<file path="src/hw/gb_sim_pkg.sv">
package gb_sim_pkg;

    // ==============================
    // Video types and codes
    // ==============================

    // Colour-mode LCD pixel, 5 bits per channel, red in the top bits
    typedef logic [14:0] rgb555_t;
    // One 8-bit output channel
    typedef logic [7:0]  color8_t;
    // Monochrome shade index, 0 lightest
    typedef logic [1:0]  dmg_shade_t;
    typedef logic [1:0]  lcd_mode_t;

    localparam lcd_mode_t LCD_MODE_HBLANK = 2'd0;
    localparam lcd_mode_t LCD_MODE_VBLANK = 2'd1;
    // OAM search, used as the idle mode of the video pipe
    localparam lcd_mode_t LCD_MODE_OAM    = 2'd2;

    // Grey levels for the four monochrome shades
    localparam color8_t DMG_SHADE_0 = 8'hff;
    localparam color8_t DMG_SHADE_1 = 8'haa;
    localparam color8_t DMG_SHADE_2 = 8'h55;
    localparam color8_t DMG_SHADE_3 = 8'h00;

    // ==============================
    // Memory types and codes
    // ==============================

    typedef logic [24:0] ioctl_addr_t;
    typedef logic [22:0] mbc_addr_t;
    // Word address into the 16-bit external memory
    typedef logic [23:0] mem_addr_t;
    typedef logic [15:0] mem_word_t;
    typedef logic [7:0]  rom_byte_t;

    // Download index codes for a cartridge image
    // Low six bits only for the first one
    localparam logic [5:0] IOCTL_INDEX_CART_LOW = 6'h01;
    localparam logic [7:0] IOCTL_INDEX_BOOT0    = 8'h00;
    localparam logic [7:0] IOCTL_INDEX_ALT      = 8'h80;

endpackage

</file>
<file path="src/hw/cart_mem_port.sv">
module cart_mem_port import gb_sim_pkg::*; (
    input  logic        i_clk_sys,
    input  logic        i_reset,
    // Loader side
    input  logic        i_ioctl_download,
    input  logic [7:0]  i_ioctl_index,
    input  logic        i_ioctl_wr,
    input  ioctl_addr_t i_ioctl_addr,
    input  mem_word_t   i_ioctl_dout,
    output logic        o_ioctl_wait,
    // Play side
    input  logic        i_cart_rd,
    input  mbc_addr_t   i_mbc_addr,
    output rom_byte_t   o_rom_byte,
    output logic        o_rom_valid,
    // Memory side
    output logic        o_mem_req,
    input  logic        i_mem_ack,
    output logic        o_mem_we,
    output mem_addr_t   o_mem_addr,
    output logic [1:0]  o_mem_ds,
    output mem_word_t   o_mem_wdata,
    input  mem_word_t   i_mem_rdata
);

    typedef enum logic [1:0] {
        ST_IDLE,
        ST_REQUEST,
        ST_RELEASE
    } port_state_t;

    port_state_t state;
    logic        cart_download;
    logic        wr_accept;
    logic        rd_accept;
    logic        rd_capture;
    logic        rd_done;
    // Byte select from address bit 0 of the pending read
    logic        rd_sel;
    mem_word_t   rdata_q;

    // Cartridge image downloads only, boot images are ignored
    assign cart_download = i_ioctl_download &&
                           (i_ioctl_index[5:0] == IOCTL_INDEX_CART_LOW ||
                            i_ioctl_index == IOCTL_INDEX_BOOT0 ||
                            i_ioctl_index == IOCTL_INDEX_ALT);

    // One access at a time, taken only from idle
    assign wr_accept  = (state == ST_IDLE) && cart_download && i_ioctl_wr;
    assign rd_accept  = (state == ST_IDLE) && !i_ioctl_download && i_cart_rd;
    assign rd_capture = (state == ST_REQUEST) && i_mem_ack && !o_mem_we;
    assign rd_done    = (state == ST_RELEASE) && !i_mem_ack && !o_mem_we;

    // ==============================
    // Handshake FSM
    // ==============================
    always_ff @(posedge i_clk_sys) begin
        if (i_reset) begin
            state        <= ST_IDLE;
            o_mem_req    <= 1'b0;
            o_mem_we     <= 1'b0;
            o_ioctl_wait <= 1'b0;
            o_rom_valid  <= 1'b0;
        end else begin
            o_rom_valid <= 1'b0;
            case (state)
                ST_IDLE: begin
                    if (wr_accept || rd_accept) begin
                        o_mem_req    <= 1'b1;
                        o_mem_we     <= wr_accept;
                        // Hold the loader off until the write lands
                        o_ioctl_wait <= wr_accept;
                        state        <= ST_REQUEST;
                    end
                end
                ST_REQUEST: begin
                    // Drop req as soon as memory answers
                    if (i_mem_ack) begin
                        o_mem_req <= 1'b0;
                        state     <= ST_RELEASE;
                    end
                end
                ST_RELEASE: begin
                    // Done once ack is gone again
                    if (!i_mem_ack) begin
                        o_ioctl_wait <= 1'b0;
                        o_rom_valid  <= !o_mem_we;
                        state        <= ST_IDLE;
                    end
                end
                default: state <= ST_IDLE;
            endcase
        end
    end

    // ==============================
    // Address and data
    // ==============================
    always_ff @(posedge i_clk_sys) begin
        if (wr_accept) begin
            o_mem_addr  <= i_ioctl_addr[24:1];
            o_mem_ds    <= 2'b11;
            o_mem_wdata <= i_ioctl_dout;
        end else if (rd_accept) begin
            o_mem_addr <= {2'b00, i_mbc_addr[22:1]};
            // Odd address reads the high lane
            o_mem_ds   <= {i_mbc_addr[0], ~i_mbc_addr[0]};
            rd_sel     <= i_mbc_addr[0];
        end
        // Read word is only valid while ack is high
        if (rd_capture) begin
            rdata_q <= i_mem_rdata;
        end
        if (rd_done) begin
            o_rom_byte <= rd_sel ? rdata_q[15:8] : rdata_q[7:0];
        end
    end

endmodule

</file>
<file path="src/hw/gb_clock_enables.sv">
module gb_clock_enables import gb_sim_pkg::*; #(
    parameter int CE_DIV_LOG2 = 4
) (
    input  logic i_clk_sys,
    input  logic i_reset,
    output logic o_ce_cpu,
    output logic o_ce_cpu_n,
    output logic o_ce_cpu2x
);

    // Divider value half way through one CPU period
    localparam logic [CE_DIV_LOG2-1:0] HALF = {1'b1, {(CE_DIV_LOG2-1){1'b0}}};

    logic [CE_DIV_LOG2-1:0] clk_div;
    logic [CE_DIV_LOG2-1:0] clk_div_next;

    // Strobes decode the next count so they line up with the wrap
    assign clk_div_next = clk_div + 1'b1;

    always_ff @(posedge i_clk_sys) begin
        if (i_reset) begin
            clk_div    <= '0;
            o_ce_cpu   <= 1'b0;
            o_ce_cpu_n <= 1'b0;
            o_ce_cpu2x <= 1'b0;
        end else begin
            clk_div    <= clk_div_next;
            // Normal-speed enable once per wrap
            o_ce_cpu   <= (clk_div_next == '0);
            // Opposite phase half a period later
            o_ce_cpu_n <= (clk_div_next == HALF);
            // Double speed on both of the above
            o_ce_cpu2x <= (clk_div_next == '0) || (clk_div_next == HALF);
        end
    end

endmodule

</file>
<file path="src/hw/gb_sim_top.sv">
module gb_sim_top import gb_sim_pkg::*; #(
    parameter int CE_DIV_LOG2 = 4
) (
    input  logic        i_clk_sys,
    input  logic        i_reset,
    // CPU clock enables
    output logic        o_ce_cpu,
    output logic        o_ce_cpu_n,
    output logic        o_ce_cpu2x,
    // Loader
    input  logic        i_ioctl_download,
    input  logic [7:0]  i_ioctl_index,
    input  logic        i_ioctl_wr,
    input  ioctl_addr_t i_ioctl_addr,
    input  mem_word_t   i_ioctl_dout,
    output logic        o_ioctl_wait,
    // Cartridge reads
    input  logic        i_cart_rd,
    input  mbc_addr_t   i_mbc_addr,
    output rom_byte_t   o_rom_byte,
    output logic        o_rom_valid,
    // External word memory
    output logic        o_mem_req,
    input  logic        i_mem_ack,
    output logic        o_mem_we,
    output mem_addr_t   o_mem_addr,
    output logic [1:0]  o_mem_ds,
    output mem_word_t   o_mem_wdata,
    input  mem_word_t   i_mem_rdata,
    // LCD in
    input  logic        i_is_gbc,
    input  rgb555_t     i_lcd_data,
    input  dmg_shade_t  i_lcd_data_gb,
    input  lcd_mode_t   i_lcd_mode,
    input  logic        i_lcd_vsync,
    // Video out
    output color8_t     o_vga_r,
    output color8_t     o_vga_g,
    output color8_t     o_vga_b,
    output logic        o_vga_hs,
    output logic        o_vga_vs,
    output logic        o_vga_hb,
    output logic        o_vga_vb
);

    // Between the two video stages
    color8_t   pix_red;
    color8_t   pix_green;
    color8_t   pix_blue;
    lcd_mode_t pix_mode;
    logic      pix_vsync;

    gb_clock_enables #(
        .CE_DIV_LOG2 (CE_DIV_LOG2)
    ) u_clock_enables (
        .i_clk_sys  (i_clk_sys),
        .i_reset    (i_reset),
        .o_ce_cpu   (o_ce_cpu),
        .o_ce_cpu_n (o_ce_cpu_n),
        .o_ce_cpu2x (o_ce_cpu2x)
    );

    cart_mem_port u_cart_mem_port (
        .i_clk_sys        (i_clk_sys),
        .i_reset          (i_reset),
        .i_ioctl_download (i_ioctl_download),
        .i_ioctl_index    (i_ioctl_index),
        .i_ioctl_wr       (i_ioctl_wr),
        .i_ioctl_addr     (i_ioctl_addr),
        .i_ioctl_dout     (i_ioctl_dout),
        .o_ioctl_wait     (o_ioctl_wait),
        .i_cart_rd        (i_cart_rd),
        .i_mbc_addr       (i_mbc_addr),
        .o_rom_byte       (o_rom_byte),
        .o_rom_valid      (o_rom_valid),
        .o_mem_req        (o_mem_req),
        .i_mem_ack        (i_mem_ack),
        .o_mem_we         (o_mem_we),
        .o_mem_addr       (o_mem_addr),
        .o_mem_ds         (o_mem_ds),
        .o_mem_wdata      (o_mem_wdata),
        .i_mem_rdata      (i_mem_rdata)
    );

    lcd_pixel_stage u_lcd_pixel_stage (
        .i_clk_sys     (i_clk_sys),
        .i_reset       (i_reset),
        .i_is_gbc      (i_is_gbc),
        .i_lcd_data    (i_lcd_data),
        .i_lcd_data_gb (i_lcd_data_gb),
        .i_lcd_mode    (i_lcd_mode),
        .i_lcd_vsync   (i_lcd_vsync),
        .o_red         (pix_red),
        .o_green       (pix_green),
        .o_blue        (pix_blue),
        .o_mode        (pix_mode),
        .o_vsync       (pix_vsync)
    );

    lcd_sync_stage u_lcd_sync_stage (
        .i_clk_sys (i_clk_sys),
        .i_reset   (i_reset),
        .i_red     (pix_red),
        .i_green   (pix_green),
        .i_blue    (pix_blue),
        .i_mode    (pix_mode),
        .i_vsync   (pix_vsync),
        .o_vga_r   (o_vga_r),
        .o_vga_g   (o_vga_g),
        .o_vga_b   (o_vga_b),
        .o_vga_hs  (o_vga_hs),
        .o_vga_vs  (o_vga_vs),
        .o_vga_hb  (o_vga_hb),
        .o_vga_vb  (o_vga_vb)
    );

endmodule

</file>
<file path="src/hw/lcd_pixel_stage.sv">
module lcd_pixel_stage import gb_sim_pkg::*; (
    input  logic       i_clk_sys,
    input  logic       i_reset,
    input  logic       i_is_gbc,
    input  rgb555_t    i_lcd_data,
    input  dmg_shade_t i_lcd_data_gb,
    input  lcd_mode_t  i_lcd_mode,
    input  logic       i_lcd_vsync,
    output color8_t    o_red,
    output color8_t    o_green,
    output color8_t    o_blue,
    output lcd_mode_t  o_mode,
    output logic       o_vsync
);

    color8_t dmg_gray;

    // Monochrome palette lookup
    always_comb begin
        case (i_lcd_data_gb)
            2'd0:    dmg_gray = DMG_SHADE_0;
            2'd1:    dmg_gray = DMG_SHADE_1;
            2'd2:    dmg_gray = DMG_SHADE_2;
            default: dmg_gray = DMG_SHADE_3;
        endcase
    end

    always_ff @(posedge i_clk_sys) begin
        if (i_reset) begin
            o_red   <= '0;
            o_green <= '0;
            o_blue  <= '0;
            // Non-blank mode so no sync edge comes out of reset
            o_mode  <= LCD_MODE_OAM;
            o_vsync <= 1'b0;
        end else begin
            if (i_is_gbc) begin
                // Top three bits repeated below the 5-bit value
                o_red   <= {i_lcd_data[14:10], i_lcd_data[14:12]};
                o_green <= {i_lcd_data[9:5], i_lcd_data[9:7]};
                o_blue  <= {i_lcd_data[4:0], i_lcd_data[4:2]};
            end else begin
                o_red   <= dmg_gray;
                o_green <= dmg_gray;
                o_blue  <= dmg_gray;
            end
            // Timing codes travel with the pixel
            o_mode  <= i_lcd_mode;
            o_vsync <= i_lcd_vsync;
        end
    end

endmodule

</file>
<file path="src/hw/lcd_sync_stage.sv">
module lcd_sync_stage import gb_sim_pkg::*; (
    input  logic      i_clk_sys,
    input  logic      i_reset,
    input  color8_t   i_red,
    input  color8_t   i_green,
    input  color8_t   i_blue,
    input  lcd_mode_t i_mode,
    input  logic      i_vsync,
    output color8_t   o_vga_r,
    output color8_t   o_vga_g,
    output color8_t   o_vga_b,
    output logic      o_vga_hs,
    output logic      o_vga_vs,
    output logic      o_vga_hb,
    output logic      o_vga_vb
);

    logic in_hblank;
    logic in_vblank;
    // HBlank state of the previous input cycle
    logic last_hblank;

    assign in_hblank = (i_mode == LCD_MODE_HBLANK);
    assign in_vblank = (i_mode == LCD_MODE_VBLANK);

    always_ff @(posedge i_clk_sys) begin
        if (i_reset) begin
            last_hblank <= 1'b0;
            // Syncs idle high, blanks idle low
            o_vga_hs    <= 1'b1;
            o_vga_vs    <= 1'b1;
            o_vga_hb    <= 1'b0;
            o_vga_vb    <= 1'b0;
            o_vga_r     <= '0;
            o_vga_g     <= '0;
            o_vga_b     <= '0;
        end else begin
            last_hblank <= in_hblank;
            // Low for one cycle on HBlank entry
            o_vga_hs    <= !(in_hblank && !last_hblank);
            // LCD vsync is active high
            o_vga_vs    <= ~i_vsync;
            o_vga_hb    <= in_hblank;
            o_vga_vb    <= in_vblank;
            // Pixel delayed to line up with the sync outputs
            o_vga_r     <= i_red;
            o_vga_g     <= i_green;
            o_vga_b     <= i_blue;
        end
    end

endmodule

</file>
<file path="config.mk">
export PLATFORM = sky130hd
export DESIGN_NAME = gb_sim_top
export DESIGN_NICKNAME = d
export VERILOG_FILES = /design/src/hw/gb_sim_pkg.sv /design/src/hw/cart_mem_port.sv /design/src/hw/gb_clock_enables.sv /design/src/hw/gb_sim_top.sv /design/src/hw/lcd_pixel_stage.sv /design/src/hw/lcd_sync_stage.sv
export SDC_FILE = /design/constraint.sdc
export NUM_CORES = 1
export LEC_CHECK = 0
export BUFFER_PORTS_ARGS = -buffer_cell sky130_fd_sc_hd__buf_2
export CAP_MARGIN = 10
export CORE_MARGIN = 5
export CORE_UTILIZATION = 50
export CTS_CLUSTER_DIAMETER = 200
export CTS_CLUSTER_SIZE = 28
export DETAILED_ROUTE_END_ITERATION = 8
export PLACE_DENSITY = 0.82
export SLEW_MARGIN = 25
export SYNTH_ARGS = -nofsm -noshare
export SYNTH_HDL_FRONTEND = slang
export SYNTH_SLANG_ARGS = --single-unit
export TNS_END_PERCENT = 20
</file>
<file path="constraint.sdc">
create_clock -name i_clk_sys -period 3.5 [get_ports i_clk_sys]
set_input_delay 0.175 -clock i_clk_sys [delete_from_list [all_inputs] [get_ports i_clk_sys]]
set_output_delay 0.175 -clock i_clk_sys [all_outputs]
set_load 0.01 [all_outputs]
</file>
=== Word-level counts from Yosys, hierarchy flattened ===
Cells that the tools add are included.

* Add/subtract/negate cells: 1
* Equality and inequality tests: 11
* Mux-type cells: 17
* Bitwise logic cells: 4
* Reduce and logical (&&, ||, !) cells: 33

{| class="wikitable"
|+ Operator list
! operator !! count
|-
| two-way mux 24 bit || 2
|-
| two-way mux 8 bit || 4
|-
| case mux 8 bit (3 select lines) || 1
|-
| logical AND 1 bit || 10
|-
| AND reduction 3 bit || 3
|-
| == test 8 bit, second input constant || 1
|-
| zero test 8 bit || 1
|-
| == test 2 x 1 -> 1 bit, second input constant || 3
|-
| == test 6 x 1 -> 1 bit, second input constant || 1
|-
| zero test 2 bit || 3
|-
| two-way mux 2 bit || 3
|-
| inequality test 2 bit, second input constant || 3
|-
| case mux 2 bit (3 select lines) || 1
|-
| nonzero test 2 bit || 3
|-
| zero test 1 bit || 5
|-
| adder 4 x 1 -> 4 bit, second input constant || 1
|-
| == test 2 bit, second input constant || 2
|-
| == test 4 bit, second input constant || 1
|-
| zero test 4 bit || 1
|-
| logical OR 1 bit || 4
|-
| two-way mux 1 bit || 4
|-
| inverter 1 bit || 4
|-
| case mux 1 bit (2 select lines) || 2
|-
| AND reduction 2 bit || 2
|-
| OR reduction 3 bit || 1
|}

* Register bits: 135
* Bits of input ports: 115
* Output and inout port bits: 85
* Logic and storage cells: 93

=== Longest topological paths before layout ===
* Word-level depth: 9
* Gate-level depth with buffers: 5
* Depth with buffers taken out: 5

=== Hierarchy ===
Synthesis repeated with hierarchy kept, for this count alone.

* Cell total of the unflattened synthesis: 299
* Area total of the unflattened synthesis: 4670.7 µm²

{| class="wikitable"
|+ By module, submodules not included
! module !! instances !! cells an instance !! area each (µm²) !! seq. area each (µm²)
|-
| cart_mem_port || 1 || 141 || 2782.7 || 2112.0
|-
| lcd_pixel_stage || 1 || 78 || 889.6 || 540.5
|-
| lcd_sync_stage || 1 || 58 || 748.2 || 560.5
|-
| gb_clock_enables || 1 || 22 || 250.2 || 140.1
|}

=== Least setup slack after synthesis ===
OpenSTA, ideal clock, no wires.

* Path kind: register to register
* From: reg u_cart_mem_port.state[1]
* To: reg u_cart_mem_port.o_mem_addr[0], enable pin
* Library setup time: 381 ps
* Arrival: 1469 ps
* Setup slack: 1650 ps
* Cell stages (with the launch flop): 5
* Path buffers: 1
* Period minus slack after synthesis: 1850 ps
* Cell sequence: dfxtp_1 -> nor2_1 -> o2111ai_4 -> buf_2 -> nand2_1

* Word-level cells in the longest chain between the ends: 4
* Elaborated cells between the ends (all ways): 6

{| class="wikitable"
|+ Ends and longest elaborated chain
! what !! line !! RTL
|-
| start: declaration || cart_mem_port.sv:32 || <nowiki>port_state_t state;</nowiki>
|-
| start signal: assignment || cart_mem_port.sv:59 || <nowiki>state <= ST_IDLE;</nowiki>
|-
| start signal: assignment || cart_mem_port.sv:73 || <nowiki>state <= ST_REQUEST;</nowiki>
|-
| start signal: assignment || cart_mem_port.sv:80 || <nowiki>state <= ST_RELEASE;</nowiki>
|-
| zero test 2 bit * || cart_mem_port.sv:49, cart_mem_port.sv:50 ||
|-
| logical AND 1 bit (on tied branches) (2 in series) || cart_mem_port.sv:50, cart_mem_port.sv:49 ||
|-
| nonzero test 2 bit (no source line) * || n/a ||
|-
| end signal: assignment || cart_mem_port.sv:101 || <nowiki>o_mem_addr <= i_ioctl_addr[24:1];</nowiki>
|-
| end signal: assignment || cart_mem_port.sv:105 || <nowiki>o_mem_addr <= {2'b00, i_mbc_addr[22:1]};</nowiki>
|-
| end: declaration || cart_mem_port.sv:20 || <nowiki>output mem_addr_t o_mem_addr,</nowiki>
|}

Every way passes the cells marked *; elsewhere a longest branch is shown, timed or not.
A chain may end at the register's enable or synchronous reset.

=== Worst setup path after layout ===
* From: reg u_cart_mem_port.state[0]
* To: reg u_cart_mem_port.o_mem_addr[1] (data pin)

* Word-level cells in the longest chain between the ends: 4

{| class="wikitable"
|+ Ends and longest elaborated chain
! what !! line !! RTL
|-
| zero test 2 bit || cart_mem_port.sv:49 || <nowiki>assign wr_accept = (state == ST_IDLE) && cart_download && i_ioctl_wr;</nowiki>
|-
| logical AND 1 bit (2 in series) || cart_mem_port.sv:49 ||
|-
| two-way mux 24 bit || cart_mem_port.sv:100 || <nowiki>if (wr_accept) begin</nowiki>
|}

No other way between the ends.

==> impl_metrics.csv <==
group,metric,value,unit
outcome,status,"completed",
synthesis,yosysTopAreaCell,"edfxtp_1",
setup_path,crit_path_end_kind,"flip-flop",
clock_network,clock_latency,0.51,ns
clock_network,cts_root_buf,"clkbuf_8",
sta,setup_violations,0,
floorplan,core-area,8806,um^2
setup_path,startpoint_type,"flip-flop",
pwr,p_int,0.002917,W
sta,fin_crit_sh,68.35,%
route,drc_errors,0,
floorplan,die-area,11110,um^2
floorplan,die_y,105.4,um
setup_path,r2r-start,"u_cart_mem_port.state[0]",
pwr,clockPowerShare,45.1,%
pwr,power.leakage,3.258,nW
worst_hold_path,min_from,"i_cart_rd",
setup_path,required,3.76,ns
route,avgRoutedWirePerCell,17.87,um
cells_and_area,synthToLayoutAreaGrowth,58.27,%
synthesis,syn_nets,422,
setup_path,startpoint,"u_cart_mem_port.state[0]",
synthesis,synth_edf_count,65,
job,drv_cap,0,
clock_network,post_cts_resize_count,0,
route,vias_per_cell,4.833,
place,portBuffers,197,
synthesis,synth.distinct_cells,34,
cells_and_area,nNetsFinal,726,
synthesis,synth_most_common_cell,"dfxtp_1",
synthesis,synthCells,306,
cells_and_area,num-fill-cells,454,
cells_and_area,diodes,0,
global_routing,grt_first_pass_wirelength,20590,um
synthesis,ys_ff_latch,135,
pwr,powerDensity,524.3,nW/um^2
sta,fin_tns_setup,0,ns
pwr,ir_worst_vdd,317.2,uV
clock_network,clock_sinks,135,
global_routing,grt_usage,24.29,%
global_routing,grt_pass1_vias,3970,
synthesis,synth.avg_cell_area,14.88,um^2
global_routing,grt_max_degree,32,
synthesis,synth-seq-area-share,73.67,%
sta,worst_pin_slew,1.043,ns
clock_network,cts_htree_levels,4,
sta,min_period,2.392,ns
sta,drv_slew,0,
clock_network,cts_tree,"done",
sta,final-hold-violation-count,0,
floorplan,ioPinCount,200,
sta,maxSlewHeadroom,30.29,%
setup_path,cp_slowest_cell,"dlygate4sd3_1",
route,wl,13060,um
setup_path,cp_max_fo,31,
synthesis,async_flop_share,0,%
setup_path,path_cells,"nor2_1 > o2111ai_4 > buf_4 > mux2_2 > dlygate4sd3_1",
clock_network,cts_inserted_buffers,17,
place,dp_hpwl,7451,um
setup_path,critPathMaxStageDelay,0.56,ns
worst_hold_path,min_path_type,"in -> reg",
synthesis,syn-cell-area,4552,um^2
setup_path,critPathArrivalTime,2.65,ns
sta,rsz0062_at_grt,"no",
place,gp_congestion,0.7479,
sta,timing.fmax,418.0,MHz
pwr,seq_power_share,46.2,%
synthesis,synth_top_area_share,42.88,%
synthesis,synthTopCellsByCount,"dfxtp_1 (70), edfxtp_1 (65), nor2b_1 (28)",
pwr,totalPowerFinal,0.003777,W
synthesis,synth_area_leaders,"edfxtp_1 (43%), dfxtp_1 (31%), mux2_4 (6.6%)",
sta,clock_skew,0.01302,ns
global_routing,antenna_found_initial,0,
pwr,p_sw_share,22.78,%
route,drtIter0Drc,125,
route,vias,3533,
pwr,p_switching,0.0008605,W
route,drtAntennaViolNets,0,
floorplan,fp-row-count,34,
clock_network,path_clk_slew,0.06,ns
pwr,pwr-share-comb,8.7,%
cells_and_area,layout-drive-gt1-share,43.34,%
setup_path,critical_path_class,"reg -> reg",
clock_network,clockBufferDepth,2,
floorplan,start_util,51.69,%
synthesis,synth_warnings,0,
synthesis,synthFlopType,"dfxtp_1",
route,dr.pass1.iters,4,
floorplan,die_x,105.4,um
global_routing,overflow,0,
==> cell type report <==
| class | instances | area, um^2 | share of cell area [%] |
|---|---|---|---|
| clock buffers | 18 | 439.2 | 6.096 |
| clock inverters | 14 | 136.4 | 1.893 |
| inverters | 18 | 67.56 | 0.9378 |
| multi-input cells | 139 | 1071 | 14.87 |
| flip-flops and latches | 135 | 3353 | 46.54 |
| well taps | 108 | 135.1 | 1.876 |
| repair buffers | 299 | 2002 | 27.79 |
==> routing by layer <==
metal  track usage (%)  up-vias  wire, um
li1                  -     1669         -
met1             25.02     1655      4646
met2             43.49      176      6896
met3             8.741       33      1109
met4             12.00        0       410
met5                 0        -         0
==> registers in the layout, indices dropped and copies added, names as in the netlist, 2 cells and up <==
signal / cells
u_cart_mem_port.o_mem_addr: 24
u_cart_mem_port.o_mem_ds: 2
u_cart_mem_port.o_mem_wdata: 16
u_cart_mem_port.o_rom_byte: 8
u_cart_mem_port.rdata_q: 16
u_cart_mem_port.state: 2
u_clock_enables.clk_div: 4
u_lcd_pixel_stage.o_blue: 8
u_lcd_pixel_stage.o_green: 8
u_lcd_pixel_stage.o_mode: 2
u_lcd_pixel_stage.o_red: 8
u_lcd_sync_stage.o_vga_b: 8
u_lcd_sync_stage.o_vga_g: 8
u_lcd_sync_stage.o_vga_r: 8
==> worst paths after layout <==
kind / slack, ns / end / depth (start not counted)
max: 1.11 / u_cart_mem_port.o_mem_addr[1] / 5
max reg2reg: 1.11 / u_cart_mem_port.o_mem_addr[1] / 5
min: 0.04 / u_cart_mem_port.state[0] / 3
min reg2reg: 0.38 / u_lcd_sync_stage.o_vga_vs / 1
==> cell usage in the layout (no fill, tap or decap), types with 2 or more instances in the layout <==
cell type	n
mux2_4	20
a21oi_1	25
a211oi_1	2
inv_6	5
or2_2	2
clkinv_2	2
nand2b_1	4
xnor2_1	2
dlygate4sd3_1	100
nor3_1	2
nor3b_1	2
buf_4	2
clkbuf_16	17
dfxtp_1	70
nor2_1	10
nand3b_1	2
clkinvlp_4	2
inv_8	2
mux2_2	10
buf_2	197
nand2_1	14
nor2b_1	28
inv_1	18
edfxtp_1	65
or3b_2	2
==> timing repair <==
action                    in CTS  in global routing
hold buffers                 100                  0
setup buffers                  0                  0
hold endpoints to repair      87                  0
==> through the flow <==
| step | utilization, % | worst slack, ns | cell area, um^2 | std cells | hold WS, ns |
|---|---|---|---|---|---|
| after floorplan | - | 1.650 | 4552 | 306 | 0.2739 |
| after global placement | 63.88 | 1.621 | 5625 | 599 | 0.3524 |
| after detailed placement | 63.91 | 1.551 | 5628 | 599 | 0.3531 |
| after CTS | 81.81 | 1.183 | 7204 | 731 | 0.02371 |
| after global routing | 81.81 | 1.049 | 7204 | 731 | 0.05969 |
| final | 81.81 | 1.108 | 7204 | 731 | 0.03759 |
==> power by group through the flow <==
stage | Clock [W] | Sequential, W | Combinational [W]
6_report | 0.00170 | 0.00175 | 0.000327
5_1_grt | 0.00181 | 0.00175 | 0.000354
4_1_cts | 0.00173 | 0.00174 | 0.000315
3_5_place_dp | 0 | 0.00178 | 0.000226
3_3_place_gp | 0 | 0.00177 | 0.000216
2_1_floorplan | 0 | 0.00179 | 0.0000915
==> worst max-delay path, delay by kind of cell (launching register included) <==
kind                   cells  cell delay [ns]
and+or+nand+nor            1             0.13
AOI/OAI and AO/OA          1             0.11
buffers and inverters      2             1.02
muxes                      1             0.41
DFF                        1             0.46
==> cells by family (layout without fill, tap and decap cells) <==
| kind of cell | count (synthesis) | after routing | share of synthesized area [%] |
|---|---|---|---|
| flops | 135 | 135 | 73.67 |
| simple gates | 72 | 72 | 8.933 |
| compound gates | 32 | 32 | 4.261 |
| buf+inv | 32 | 349 | 2.996 |
| mux | 31 | 31 | 9.291 |
| xor+xnor | 3 | 3 | 0.5773 |
| fa+ha+maj | 1 | 1 | 0.2748 |
Power figures use the tool's default switching activity.
